### src/rv_pkg.sv
package rv_pkg;

    // ##############################
    // widths
    // ##############################

    typedef logic [31:0] word_t;
    typedef logic [4:0]  reg_addr_t;
    typedef logic [3:0]  ir_type_t;

    // ##############################
    // encodings
    // ##############################

    localparam logic [6:0] OPC_OP     = 7'b0110011;
    localparam logic [6:0] OPC_OP_IMM = 7'b0010011;
    localparam logic [6:0] OPC_LUI    = 7'b0110111;
    localparam logic [6:0] OPC_JAL    = 7'b1101111;

    localparam logic [2:0] F3_ADD_SUB = 3'b000;
    localparam logic [2:0] F3_SLL     = 3'b001;
    localparam logic [2:0] F3_SLT     = 3'b010;
    localparam logic [2:0] F3_XOR     = 3'b100;
    localparam logic [2:0] F3_SRL     = 3'b101;
    localparam logic [2:0] F3_OR      = 3'b110;
    localparam logic [2:0] F3_AND     = 3'b111;

    localparam logic [6:0] F7_BASE = 7'b0000000;
    localparam logic [6:0] F7_ALT  = 7'b0100000;

    // pre-decoded instruction classes.
    localparam ir_type_t IR_OP      = 4'd0;
    localparam ir_type_t IR_OP_IMM  = 4'd1;
    localparam ir_type_t IR_LUI     = 4'd2;
    localparam ir_type_t IR_JAL     = 4'd3;
    localparam ir_type_t IR_ILLEGAL = 4'd15;

    // ##############################
    // reset values
    // ##############################

    localparam word_t    RESET_PC        = 32'h0000_0000;
    // addi x0, x0, 0.
    localparam word_t    NOP_IR          = {12'b0, 5'b0, 3'b0, 5'b0, OPC_OP_IMM};
    localparam ir_type_t DEFAULT_IR_TYPE = IR_OP_IMM;

    typedef enum logic [3:0] {
        ALU_ADD,
        ALU_SUB,
        ALU_AND,
        ALU_OR,
        ALU_XOR,
        ALU_SLT,
        ALU_SLL,
        ALU_SRL,
        ALU_PASS_B
    } alu_op_t;

    typedef enum logic [1:0] {
        ST_IDLE,
        ST_REQ,
        ST_WAIT_ACK_LOW,
        ST_HALTED
    } fetch_state_t;

endpackage

### src/decode_stage.sv
`timescale 1ns/100ps

module decode_stage
    import rv_pkg::*;
(
    input  logic      clk,
    input  logic      rst_n,
    input  logic      i_squash,
    input  word_t     i_pc,
    input  word_t     i_pc4,
    input  word_t     i_ir,
    input  ir_type_t  i_ir_type,
    input  logic      i_flush,
    input  logic      i_addr_misaligned,
    input  word_t     i_rs1_data,
    input  word_t     i_rs2_data,
    output reg_addr_t o_rs1_addr,
    output reg_addr_t o_rs2_addr,
    output logic      o_valid,
    output word_t     o_pc,
    output word_t     o_pc4,
    output reg_addr_t o_rd,
    output word_t     o_op_a,
    output word_t     o_op_b,
    output alu_op_t   o_alu_op,
    output logic      o_jal,
    output logic      o_illegal,
    output logic      o_misaligned
);

    logic [2:0] funct3;
    logic [6:0] funct7;
    word_t      imm_i;
    word_t      imm_u;
    word_t      imm_j;
    word_t      op_a;
    word_t      op_b;
    alu_op_t    alu_op;
    reg_addr_t  rd;
    logic       is_jal;
    logic       bad_enc;

    assign funct3 = i_ir[14:12];
    assign funct7 = i_ir[31:25];
    assign o_rs1_addr = i_ir[19:15];
    assign o_rs2_addr = i_ir[24:20];

    assign imm_i = {{20{i_ir[31]}}, i_ir[31:20]};
    assign imm_u = {i_ir[31:12], 12'b0};
    assign imm_j = {{12{i_ir[31]}}, i_ir[19:12], i_ir[20], i_ir[30:21], 1'b0};

    always_comb begin
        alu_op = ALU_ADD;
        op_a = i_rs1_data;
        op_b = i_rs2_data;
        rd = i_ir[11:7];
        is_jal = 1'b0;
        bad_enc = 1'b0;
        case (i_ir_type)
            IR_OP: begin
                case (funct3)
                    F3_ADD_SUB: alu_op = (funct7 == F7_ALT) ? ALU_SUB : ALU_ADD;
                    F3_SLL:     alu_op = ALU_SLL;
                    F3_SLT:     alu_op = ALU_SLT;
                    F3_XOR:     alu_op = ALU_XOR;
                    F3_SRL:     alu_op = ALU_SRL;
                    F3_OR:      alu_op = ALU_OR;
                    F3_AND:     alu_op = ALU_AND;
                    default:    bad_enc = 1'b1;
                endcase
                // only sub may use the alternate funct7.
                if (funct7 != F7_BASE && !(funct7 == F7_ALT && funct3 == F3_ADD_SUB)) begin
                    bad_enc = 1'b1;
                end
            end
            IR_OP_IMM: begin
                op_b = imm_i;
                case (funct3)
                    F3_ADD_SUB: alu_op = ALU_ADD;
                    F3_SLT:     alu_op = ALU_SLT;
                    F3_XOR:     alu_op = ALU_XOR;
                    F3_OR:      alu_op = ALU_OR;
                    F3_AND:     alu_op = ALU_AND;
                    default:    bad_enc = 1'b1;
                endcase
            end
            IR_LUI: begin
                alu_op = ALU_PASS_B;
                op_b = imm_u;
            end
            IR_JAL: begin
                is_jal = 1'b1;
                op_a = i_pc;
                op_b = imm_j;
            end
            default: bad_enc = 1'b1;
        endcase
        // misaligned entry carries a stale word.
        if (i_addr_misaligned) begin
            is_jal = 1'b0;
            bad_enc = 1'b0;
            rd = '0;
        end
        if (bad_enc || i_addr_misaligned) begin
            alu_op = ALU_PASS_B;
            op_b = '0;
        end
    end

    always_ff @(posedge clk or negedge rst_n) begin
        if (!rst_n) begin
            o_valid <= 1'b0;
        end else begin
            o_valid <= !i_flush && !i_squash;
        end
    end

    always_ff @(posedge clk) begin
        o_pc <= i_pc;
        o_pc4 <= i_pc4;
        o_rd <= rd;
        o_op_a <= op_a;
        o_op_b <= op_b;
        o_alu_op <= alu_op;
        o_jal <= is_jal;
        o_illegal <= bad_enc;
        o_misaligned <= i_addr_misaligned;
    end

    // jal class only travels with a jal word.
    a_jal_class_opcode: assert property (
        @(posedge clk) disable iff (!rst_n)
        (!i_flush && i_ir_type == IR_JAL) |-> (i_ir[6:0] == OPC_JAL)
    );

endmodule

### src/execute_stage.sv
`timescale 1ns/100ps

module execute_stage
    import rv_pkg::*;
(
    input  logic      clk,
    input  logic      rst_n,
    input  logic      i_valid,
    input  word_t     i_pc,
    input  word_t     i_pc4,
    input  reg_addr_t i_rd,
    input  word_t     i_op_a,
    input  word_t     i_op_b,
    input  alu_op_t   i_alu_op,
    input  logic      i_jal,
    input  logic      i_illegal,
    input  logic      i_misaligned,
    output logic      o_redirect,
    output word_t     o_redirect_target,
    output logic      o_wb_valid,
    output logic      o_wb_we,
    output reg_addr_t o_wb_rd,
    output word_t     o_wb_data,
    output word_t     o_wb_pc,
    output logic      o_wb_illegal,
    output logic      o_wb_misaligned
);

    word_t alu_res;

    // ##############################
    // alu
    // ##############################

    always_comb begin
        case (i_alu_op)
            ALU_ADD:    alu_res = i_op_a + i_op_b;
            ALU_SUB:    alu_res = i_op_a - i_op_b;
            ALU_AND:    alu_res = i_op_a & i_op_b;
            ALU_OR:     alu_res = i_op_a | i_op_b;
            ALU_XOR:    alu_res = i_op_a ^ i_op_b;
            ALU_SLT:    alu_res = {31'b0, $signed(i_op_a) < $signed(i_op_b)};
            ALU_SLL:    alu_res = i_op_a << i_op_b[4:0];
            ALU_SRL:    alu_res = i_op_a >> i_op_b[4:0];
            default:    alu_res = i_op_b;
        endcase
    end

    // jal target comes out of the adder.
    assign o_redirect = i_valid && i_jal;
    assign o_redirect_target = alu_res;

    // ##############################
    // ex/wb register
    // ##############################

    always_ff @(posedge clk or negedge rst_n) begin
        if (!rst_n) begin
            o_wb_valid <= 1'b0;
            o_wb_we <= 1'b0;
        end else begin
            o_wb_valid <= i_valid;
            o_wb_we <= i_valid && (i_rd != '0) && !i_illegal && !i_misaligned;
        end
    end

    always_ff @(posedge clk) begin
        o_wb_rd <= i_rd;
        o_wb_data <= i_jal ? i_pc4 : alu_res;
        o_wb_pc <= i_pc;
        o_wb_illegal <= i_illegal;
        o_wb_misaligned <= i_misaligned;
    end

endmodule

### src/if_id_regs.sv
`timescale 1ns/100ps

module if_id_regs
    import rv_pkg::*;
(
    input  logic     clk,
    input  logic     rst_n,
    input  logic     i_pipeline_flush,
    input  word_t    i_pc,
    input  word_t    i_pc4,
    input  word_t    i_ir,
    input  ir_type_t i_ir_type,
    input  logic     i_flush,
    input  logic     i_addr_misaligned,
    output word_t    o_pc,
    output word_t    o_pc4,
    output word_t    o_ir,
    output ir_type_t o_ir_type,
    output logic     o_flush,
    output logic     o_addr_misaligned
);

    always_ff @(posedge clk or negedge rst_n) begin
        if (!rst_n) begin
            o_pc <= RESET_PC;
            o_pc4 <= RESET_PC + 32'd4;
            o_ir <= NOP_IR;
            o_ir_type <= DEFAULT_IR_TYPE;
            // starts as a bubble.
            o_flush <= 1'b1;
            o_addr_misaligned <= 1'b0;
        end else begin
            o_pc <= i_pc;
            o_pc4 <= i_pc4;
            o_ir <= i_ir;
            o_ir_type <= i_ir_type;
            o_flush <= i_pipeline_flush || i_flush;
            o_addr_misaligned <= i_addr_misaligned;
        end
    end

endmodule

### src/instr_fetch.sv
`timescale 1ns/100ps

module instr_fetch
    import rv_pkg::*;
(
    input  logic     clk,
    input  logic     rst_n,
    input  logic     i_instr_ack,
    input  word_t    i_instr_data,
    input  logic     i_redirect,
    input  word_t    i_redirect_target,
    input  logic     i_halt,
    output logic     o_instr_req,
    output word_t    o_instr_addr,
    output word_t    o_pc,
    output word_t    o_pc4,
    output word_t    o_ir,
    output ir_type_t o_ir_type,
    output logic     o_flush,
    output logic     o_addr_misaligned
);

    fetch_state_t state;
    word_t        pc;
    logic         discard;
    logic         mis_sent;
    logic         take;
    logic         mis_emit;
    ir_type_t     data_type;

    // pre-classification by opcode.
    always_comb begin
        case (i_instr_data[6:0])
            OPC_OP:     data_type = IR_OP;
            OPC_OP_IMM: data_type = IR_OP_IMM;
            OPC_LUI:    data_type = IR_LUI;
            OPC_JAL:    data_type = IR_JAL;
            default:    data_type = IR_ILLEGAL;
        endcase
    end

    assign o_instr_req = (state == ST_REQ);
    assign take = (state == ST_REQ) && i_instr_ack;
    // unaligned pc gives one entry instead of a handshake.
    assign mis_emit = (state == ST_IDLE) && !i_halt && !i_redirect
                      && (pc[1:0] != 2'b00) && !mis_sent;

    always_ff @(posedge clk or negedge rst_n) begin
        if (!rst_n) begin
            state <= ST_IDLE;
            pc <= RESET_PC;
            o_instr_addr <= RESET_PC;
            discard <= 1'b0;
            mis_sent <= 1'b0;
            o_flush <= 1'b1;
            o_addr_misaligned <= 1'b0;
        end else begin
            o_flush <= 1'b1;
            o_addr_misaligned <= 1'b0;
            if (i_redirect) begin
                pc <= i_redirect_target;
                mis_sent <= 1'b0;
                if (state == ST_REQ) begin
                    discard <= 1'b1;
                end
            end
            case (state)
                ST_IDLE: begin
                    if (i_halt) begin
                        state <= ST_HALTED;
                    end else if (!i_redirect && pc[1:0] == 2'b00) begin
                        o_instr_addr <= pc;
                        state <= ST_REQ;
                    end else if (mis_emit) begin
                        o_flush <= 1'b0;
                        o_addr_misaligned <= 1'b1;
                        mis_sent <= 1'b1;
                    end
                end
                ST_REQ: begin
                    if (i_instr_ack) begin
                        state <= ST_WAIT_ACK_LOW;
                        discard <= 1'b0;
                        // word of a redirected request is dropped.
                        if (!discard && !i_redirect) begin
                            o_flush <= 1'b0;
                            pc <= pc + 32'd4;
                        end
                    end
                end
                ST_WAIT_ACK_LOW: begin
                    if (!i_instr_ack) begin
                        state <= ST_IDLE;
                    end
                end
                default: begin
                    state <= ST_HALTED;
                end
            endcase
        end
    end

    always_ff @(posedge clk) begin
        if (take) begin
            o_pc <= o_instr_addr;
            o_pc4 <= o_instr_addr + 32'd4;
            o_ir <= i_instr_data;
            o_ir_type <= data_type;
        end else if (mis_emit) begin
            o_pc <= pc;
            o_pc4 <= pc + 32'd4;
        end
    end

    // four-phase order on the fetch port.
    a_req_after_ack_low: assert property (
        @(posedge clk) disable iff (!rst_n)
        $rose(o_instr_req) |-> !i_instr_ack
    );

endmodule

### src/pipe_top.sv
`timescale 1ns/100ps

module pipe_top
    import rv_pkg::*;
(
    input  logic      clk,
    input  logic      rst_n,
    input  logic      i_instr_ack,
    input  word_t     i_instr_data,
    output logic      o_instr_req,
    output word_t     o_instr_addr,
    output logic      o_wb_valid,
    output reg_addr_t o_wb_rd,
    output word_t     o_wb_data,
    output word_t     o_wb_pc,
    output logic      o_wb_illegal,
    output logic      o_wb_misaligned
);

    // fetch to if/id.
    word_t     f_pc, f_pc4, f_ir;
    ir_type_t  f_ir_type;
    logic      f_flush, f_mis;
    // if/id to decode.
    word_t     d_pc, d_pc4, d_ir;
    ir_type_t  d_ir_type;
    logic      d_flush, d_mis;
    // id/ex.
    logic      e_valid, e_jal, e_illegal, e_mis;
    word_t     e_pc, e_pc4, e_op_a, e_op_b;
    reg_addr_t e_rd;
    alu_op_t   e_alu_op;
    // ex/wb.
    logic      w_valid, w_we, w_illegal, w_mis;
    reg_addr_t w_rd;
    word_t     w_data, w_pc;
    // control and register reads.
    logic      redirect, halt;
    word_t     redirect_target, rs1_data, rs2_data;
    reg_addr_t rs1_addr, rs2_addr;

    instr_fetch u_fetch (
        .clk(clk), .rst_n(rst_n),
        .i_instr_ack(i_instr_ack), .i_instr_data(i_instr_data),
        .i_redirect(redirect), .i_redirect_target(redirect_target), .i_halt(halt),
        .o_instr_req(o_instr_req), .o_instr_addr(o_instr_addr),
        .o_pc(f_pc), .o_pc4(f_pc4), .o_ir(f_ir), .o_ir_type(f_ir_type),
        .o_flush(f_flush), .o_addr_misaligned(f_mis)
    );

    if_id_regs u_if_id (
        .clk(clk), .rst_n(rst_n), .i_pipeline_flush(redirect),
        .i_pc(f_pc), .i_pc4(f_pc4), .i_ir(f_ir), .i_ir_type(f_ir_type),
        .i_flush(f_flush), .i_addr_misaligned(f_mis),
        .o_pc(d_pc), .o_pc4(d_pc4), .o_ir(d_ir), .o_ir_type(d_ir_type),
        .o_flush(d_flush), .o_addr_misaligned(d_mis)
    );

    decode_stage u_decode (
        .clk(clk), .rst_n(rst_n), .i_squash(redirect),
        .i_pc(d_pc), .i_pc4(d_pc4), .i_ir(d_ir), .i_ir_type(d_ir_type),
        .i_flush(d_flush), .i_addr_misaligned(d_mis),
        .i_rs1_data(rs1_data), .i_rs2_data(rs2_data),
        .o_rs1_addr(rs1_addr), .o_rs2_addr(rs2_addr),
        .o_valid(e_valid), .o_pc(e_pc), .o_pc4(e_pc4), .o_rd(e_rd),
        .o_op_a(e_op_a), .o_op_b(e_op_b), .o_alu_op(e_alu_op),
        .o_jal(e_jal), .o_illegal(e_illegal), .o_misaligned(e_mis)
    );

    execute_stage u_execute (
        .clk(clk), .rst_n(rst_n),
        .i_valid(e_valid), .i_pc(e_pc), .i_pc4(e_pc4), .i_rd(e_rd),
        .i_op_a(e_op_a), .i_op_b(e_op_b), .i_alu_op(e_alu_op),
        .i_jal(e_jal), .i_illegal(e_illegal), .i_misaligned(e_mis),
        .o_redirect(redirect), .o_redirect_target(redirect_target),
        .o_wb_valid(w_valid), .o_wb_we(w_we), .o_wb_rd(w_rd), .o_wb_data(w_data),
        .o_wb_pc(w_pc), .o_wb_illegal(w_illegal), .o_wb_misaligned(w_mis)
    );

    result_stage u_result (
        .clk(clk), .rst_n(rst_n),
        .i_rs1_addr(rs1_addr), .i_rs2_addr(rs2_addr),
        .i_wb_valid(w_valid), .i_wb_we(w_we), .i_wb_rd(w_rd), .i_wb_data(w_data),
        .i_wb_pc(w_pc), .i_wb_illegal(w_illegal), .i_wb_misaligned(w_mis),
        .o_rs1_data(rs1_data), .o_rs2_data(rs2_data), .o_halt(halt),
        .o_wb_valid(o_wb_valid), .o_wb_rd(o_wb_rd), .o_wb_data(o_wb_data),
        .o_wb_pc(o_wb_pc), .o_wb_illegal(o_wb_illegal),
        .o_wb_misaligned(o_wb_misaligned)
    );

endmodule

### src/result_stage.sv
`timescale 1ns/100ps

module result_stage
    import rv_pkg::*;
(
    input  logic      clk,
    input  logic      rst_n,
    input  reg_addr_t i_rs1_addr,
    input  reg_addr_t i_rs2_addr,
    input  logic      i_wb_valid,
    input  logic      i_wb_we,
    input  reg_addr_t i_wb_rd,
    input  word_t     i_wb_data,
    input  word_t     i_wb_pc,
    input  logic      i_wb_illegal,
    input  logic      i_wb_misaligned,
    output word_t     o_rs1_data,
    output word_t     o_rs2_data,
    output logic      o_halt,
    output logic      o_wb_valid,
    output reg_addr_t o_wb_rd,
    output word_t     o_wb_data,
    output word_t     o_wb_pc,
    output logic      o_wb_illegal,
    output logic      o_wb_misaligned
);

    // x0 has no storage.
    word_t regs [1:31];

    always_ff @(posedge clk) begin
        if (i_wb_we) begin
            regs[i_wb_rd] <= i_wb_data;
        end
    end

    // reads see the write of the same cycle.
    always_comb begin
        o_rs1_data = '0;
        o_rs2_data = '0;
        if (i_rs1_addr != '0) begin
            o_rs1_data = (i_wb_we && i_wb_rd == i_rs1_addr) ? i_wb_data : regs[i_rs1_addr];
        end
        if (i_rs2_addr != '0) begin
            o_rs2_data = (i_wb_we && i_wb_rd == i_rs2_addr) ? i_wb_data : regs[i_rs2_addr];
        end
    end

    // retire record.
    assign o_wb_valid = i_wb_valid;
    assign o_wb_rd = i_wb_rd;
    assign o_wb_data = i_wb_data;
    assign o_wb_pc = i_wb_pc;
    assign o_wb_illegal = i_wb_illegal;
    assign o_wb_misaligned = i_wb_misaligned;

    assign o_halt = i_wb_valid && i_wb_misaligned;

    a_no_x0_write: assert property (
        @(posedge clk) disable iff (!rst_n)
        i_wb_we |-> (i_wb_rd != '0)
    );

endmodule

### config.mk
export PLATFORM = sky130hd
export DESIGN_NAME = pipe_top
export DESIGN_NICKNAME = d
export VERILOG_FILES = /design/src/rv_pkg.sv /design/src/decode_stage.sv /design/src/execute_stage.sv /design/src/if_id_regs.sv /design/src/instr_fetch.sv /design/src/pipe_top.sv /design/src/result_stage.sv
export SDC_FILE = /design/constraint.sdc
export NUM_CORES = 2
export LEC_CHECK = 0
export BUFFER_PORTS_ARGS = -buffer_cell sky130_fd_sc_hd__clkbuf_2
export CAP_MARGIN = 10
export CELL_PAD_IN_SITES_DETAIL_PLACEMENT = 0
export CELL_PAD_IN_SITES_GLOBAL_PLACEMENT = 1
export CORE_UTILIZATION = 40
export DETAILED_ROUTE_END_ITERATION = 12
export MAX_ROUTING_LAYER = met4
export PLACE_DENSITY = 0.62
export SLEW_MARGIN = 20
export SYNTH_ARGS = -nofsm -noshare
export SYNTH_HDL_FRONTEND = slang
export SYNTH_SLANG_ARGS = --single-unit
export TNS_END_PERCENT = 50
### constraint.sdc
create_clock -name clk -period 5.96 [get_ports clk]
set_input_delay 0.596 -clock clk [delete_from_list [all_inputs] [get_ports clk]]
set_output_delay 0.596 -clock clk [all_outputs]
set_load 0.02 [all_outputs]
==> flow_metrics.env <==
export IMPL_status="complete, but fails checks"
export IMPL_violations="design-rule violations"
export IMPL_synth_common_cells="edfxtp_1, mux4_2, nor2_1"
export IMPL_crit_required_ns=6.72
export IMPL_hpwl_mm=175
export IMPL_fp_dieArea_sq_um=179000
export IMPL_yosysTopAreaCell="edfxtp_1"
export IMPL_clk_pin_slew_ns=0.06
export IMPL_grt_pass1_vias=46300
export IMPL_coreArea_sq_um=176000
export IMPL_clkSinkCount=1456
export IMPL_cpMaxStageDelayCell="a32oi_1"
export IMPL_worst_path_max_fanout=15
export IMPL_max_freq_mhz=219
export IMPL_slew_headroom_pct=26.5
export IMPL_drt_iter0_markers=5600
export IMPL_wirelength_mm=264
export IMPL_whs_endpoint="u_fetch.o_ir[25]$_DFFE_PP_"
export IMPL_min_path_type="input port to register"
export IMPL_drive_gt1_share_pct=24.3
export IMPL_io_pins=140
export IMPL_synth_area_per_cell_sq_um=14.5
export IMPL_report_final_slew_viol_count=0
export IMPL_synth_area_leaders="edfxtp_1, mux4_2, dfxtp_1, dfrtp_1, mux2i_1"
export IMPL_initial_core_util_pct=40.3
export IMPL_worstMarginPinSlew_ns=1.10
export IMPL_crit_chain="inv_1, ha_1, or4_1, o41ai_1, nor2_1, o22ai_1, o21ai_0, a32oi_1, mux2_2"
export IMPL_drc_errors=4
export IMPL_synth_seq_area_share_pct=57.5
export IMPL_p_per_area_nw_per_um2=432
export IMPL_grt_setup_unrepaired="no"
export IMPL_htree_levels=4
export IMPL_grt_max_degree=124
export IMPL_fin_skew_ns=0.0679
export IMPL_avgRoutedWirePerCell_um=35.1
export IMPL_hold_viol=0
export IMPL_async_flop_share_pct=11.3
export IMPL_ir_drop_v=0.000292
export IMPL_syn_inst=4907
export IMPL_worstHoldStart="i_instr_data[25]"
export IMPL_cts_hold_buf=22
export IMPL_reg2regPathDepth=9
export IMPL_leakagePower_uw=0.0279
export IMPL_crit_family="compound AO/OA/AOI/OAI gates"
export IMPL_cts_buffers=161
export IMPL_die_w_um=423
export IMPL_overflow=0
export IMPL_grt_use_total_pct=30.1
export IMPL_post_cts_resized=0
export IMPL_portBuffers=139
export IMPL_via_count=47100
export IMPL_synth_edff_count=1082
export IMPL_worst_skew_pair_late_latency_ns=0.83
export IMPL_p_clk_share_pct=28.6
export IMPL_worstPathArrival_ns=5.33
export IMPL_hold_depth=1
export IMPL_worst_slack_ns=1.39
export IMPL_die_h_um=423
export IMPL_rrSetupSlack_ns=1.39
export IMPL_maxCapViolations=0
export IMPL_ys_ff_latch=1456
export IMPL_grt_pass1_wl_mm=367
export IMPL_path_class="register to register"
export IMPL_synth_top_area_share_pct=45.8
export IMPL_fin_crit_sh_pct=76.7
export IMPL_p_comb_share_pct=30.6
export IMPL_max_stage_delay_ns=0.84
export IMPL_r2r_end="u_execute.o_wb_data[9]$_DFF_P_"
export IMPL_antenna_found_initial=17
export IMPL_finalNetCount=5205
export IMPL_yosysUniqueCellTypes=97
export IMPL_final_util_pct=45.7
export IMPL_yosysMostFrequentCell="edfxtp_1"
export IMPL_cts_tree="yes"
export IMPL_critPathBufInv=1
export IMPL_setup_tns_ns=0
export IMPL_dp_slack_ns=1.52
export IMPL_ant_nets=0
export IMPL_postCtsSetupBuffers=0
export IMPL_p_int_uw=22100
export IMPL_netSwitchingPower_uw=12600
export IMPL_viasPerCell=6.25
export IMPL_clockBufferDepth=3
export IMPL_gp_congestion=0.980
export IMPL_syn_area_sq_um=71000
export IMPL_seq_power_share_pct=40.8
export IMPL_period_needed_ns=4.57
export IMPL_firstDrtPassIters=10
export IMPL_p_sw_share_pct=36.3
export IMPL_setup_viol=0
export IMPL_timing_hold_ws_ns=0.0706
export IMPL_synth_nets=5064
export IMPL_crit_path_start_kind="register"
export IMPL_rows=154
export IMPL_ys_warn_count=0
export IMPL_synth_flop_cell="edfxtp_1"
export IMPL_cts_root_buf="clkbuf_16"
export IMPL_timing_rr_start="u_decode.o_op_a[7]$_DFF_P_"
export IMPL_areaGrowthSynthToFinish_pct=13.4
export IMPL_endpoint_kind="register"
==> kinds of logic after synthesis <==
group / after synthesis / synth area share (%)
muxes: 876 / 21.8
adders and majority gates: 122 / 2.17
xor gates and xnor gates: 114 / 1.41
DFF: 1456 / 57.5
AOI/OAI and AO/OA: 951 / 8.68
buffers and inverters: 491 / 2.83
and+or+nand+nor: 897 / 5.66
==> worst reg2reg max path: cells and delay by family (launching register included) <==
| family | cells | cell delay [ns] |
|---|---|---|
| flip-flops | 1 | 0.63 |
| AO/OA/AOI/OAI | 4 | 1.95 |
| AND/OR/NAND/NOR | 2 | 0.82 |
| multiplexers | 1 | 0.30 |
| adder cells (fa/ha/maj) | 1 | 0.56 |
| buffers and inverters | 1 | 0.26 |
==> power by group through the flow <==
stage	sequential, uW	clock (uW)	combinational [uW]
final	14200	9940	10600
after global routing	14300	10500	11200
after CTS	14200	10100	10500
after detailed placement	14400	0	10500
after global placement	14400	0	10500
after floorplan	14100	0	6110
==> placed cells by master, fill, tap and decap left out, drive strengths merged, types with 33 or more instances in the layout <==
master	synthesis	routed
clkbuf	231	360
nor2	339	339
dfxtp	209	209
a211oi	88	88
xor2	51	51
mux2i	263	263
ha	120	120
dfrtp	161	161
edfxtp	1082	1082
nor3	54	54
buf	137	185
xnor2	63	63
nand2	276	276
o221ai	45	45
a21oi	272	272
clkinv	4	56
o21ai	212	212
mux4	524	524
inv	119	128
nand3	47	47
a22o	33	33
o22ai	67	67
mux2	89	89
==> registers in the layout, summed over array words and instances (netlist names), 25 cells and up <==
register              count
u_result.regs           992
u_decode.o_op_a          32
u_decode.o_op_b          32
u_decode.o_pc            32
u_execute.o_wb_data      32
u_execute.o_wb_pc        32
u_fetch.o_instr_addr     32
u_fetch.o_pc4            32
u_fetch.pc               32
u_if_id.o_pc             32
u_decode.o_pc4           30
u_fetch.o_pc             30
u_if_id.o_pc4            30
u_fetch.o_ir             25
u_if_id.o_ir             25
==> metrics by stage <==
stage	instance area, sq um	total power, uW	cells
3_5_place_dp	75000	24800	7203
3_3_place_gp	75000	24900	7200
5_1_grt	80500	36000	7526
2_1_floorplan	71000	20200	4907
4_1_cts	80500	34800	7521
6_report	80500	34800	7526
==> worst max path at each step <==
stage                                                  to                          start  cells past startpoint  slack (ns)
after floorplan                  u_fetch.pc[30]$_DFF_PN0_  u_decode.o_op_b[2]$_SDFF_PP0_                     15        2.25
final                      u_execute.o_wb_data[9]$_DFF_P_     u_decode.o_op_a[7]$_DFF_P_                      9        1.39
after global routing      u_execute.o_wb_data[19]$_DFF_P_     u_decode.o_op_a[7]$_DFF_P_                     10        1.39
after CTS                  u_execute.o_wb_data[9]$_DFF_P_     u_decode.o_op_a[7]$_DFF_P_                      9        1.52
after detailed placement   u_execute.o_wb_data[9]$_DFF_P_     u_decode.o_op_a[7]$_DFF_P_                      9        1.52
after global placement     u_execute.o_wb_data[7]$_DFF_P_  u_decode.o_op_b[0]$_SDFF_PP0_                      7        1.31
==> routing by layer <==
metal  global-route usage (%)  up-vias  part of all wire, %
li1                         -    19700                    -
met1                     39.1    24800                   40
met2                     47.7     2105                   48
met3                     4.14      461                  6.8
met4                     12.2        0                  4.5
met5                        -        -                    0
==> area by class of cell <==
cell class                 instances  area [sq um]
multi-input combinational       2960         28500
inverter                         123           464
fill                           15600         95800
antenna                            5          12.5
timing repair buffer             346          2540
sequential                      1456         40900
tap                             2340          2930
clock inverter                    75           818
clock buffer                     221          4420
(Power assumes the default switching activity.)
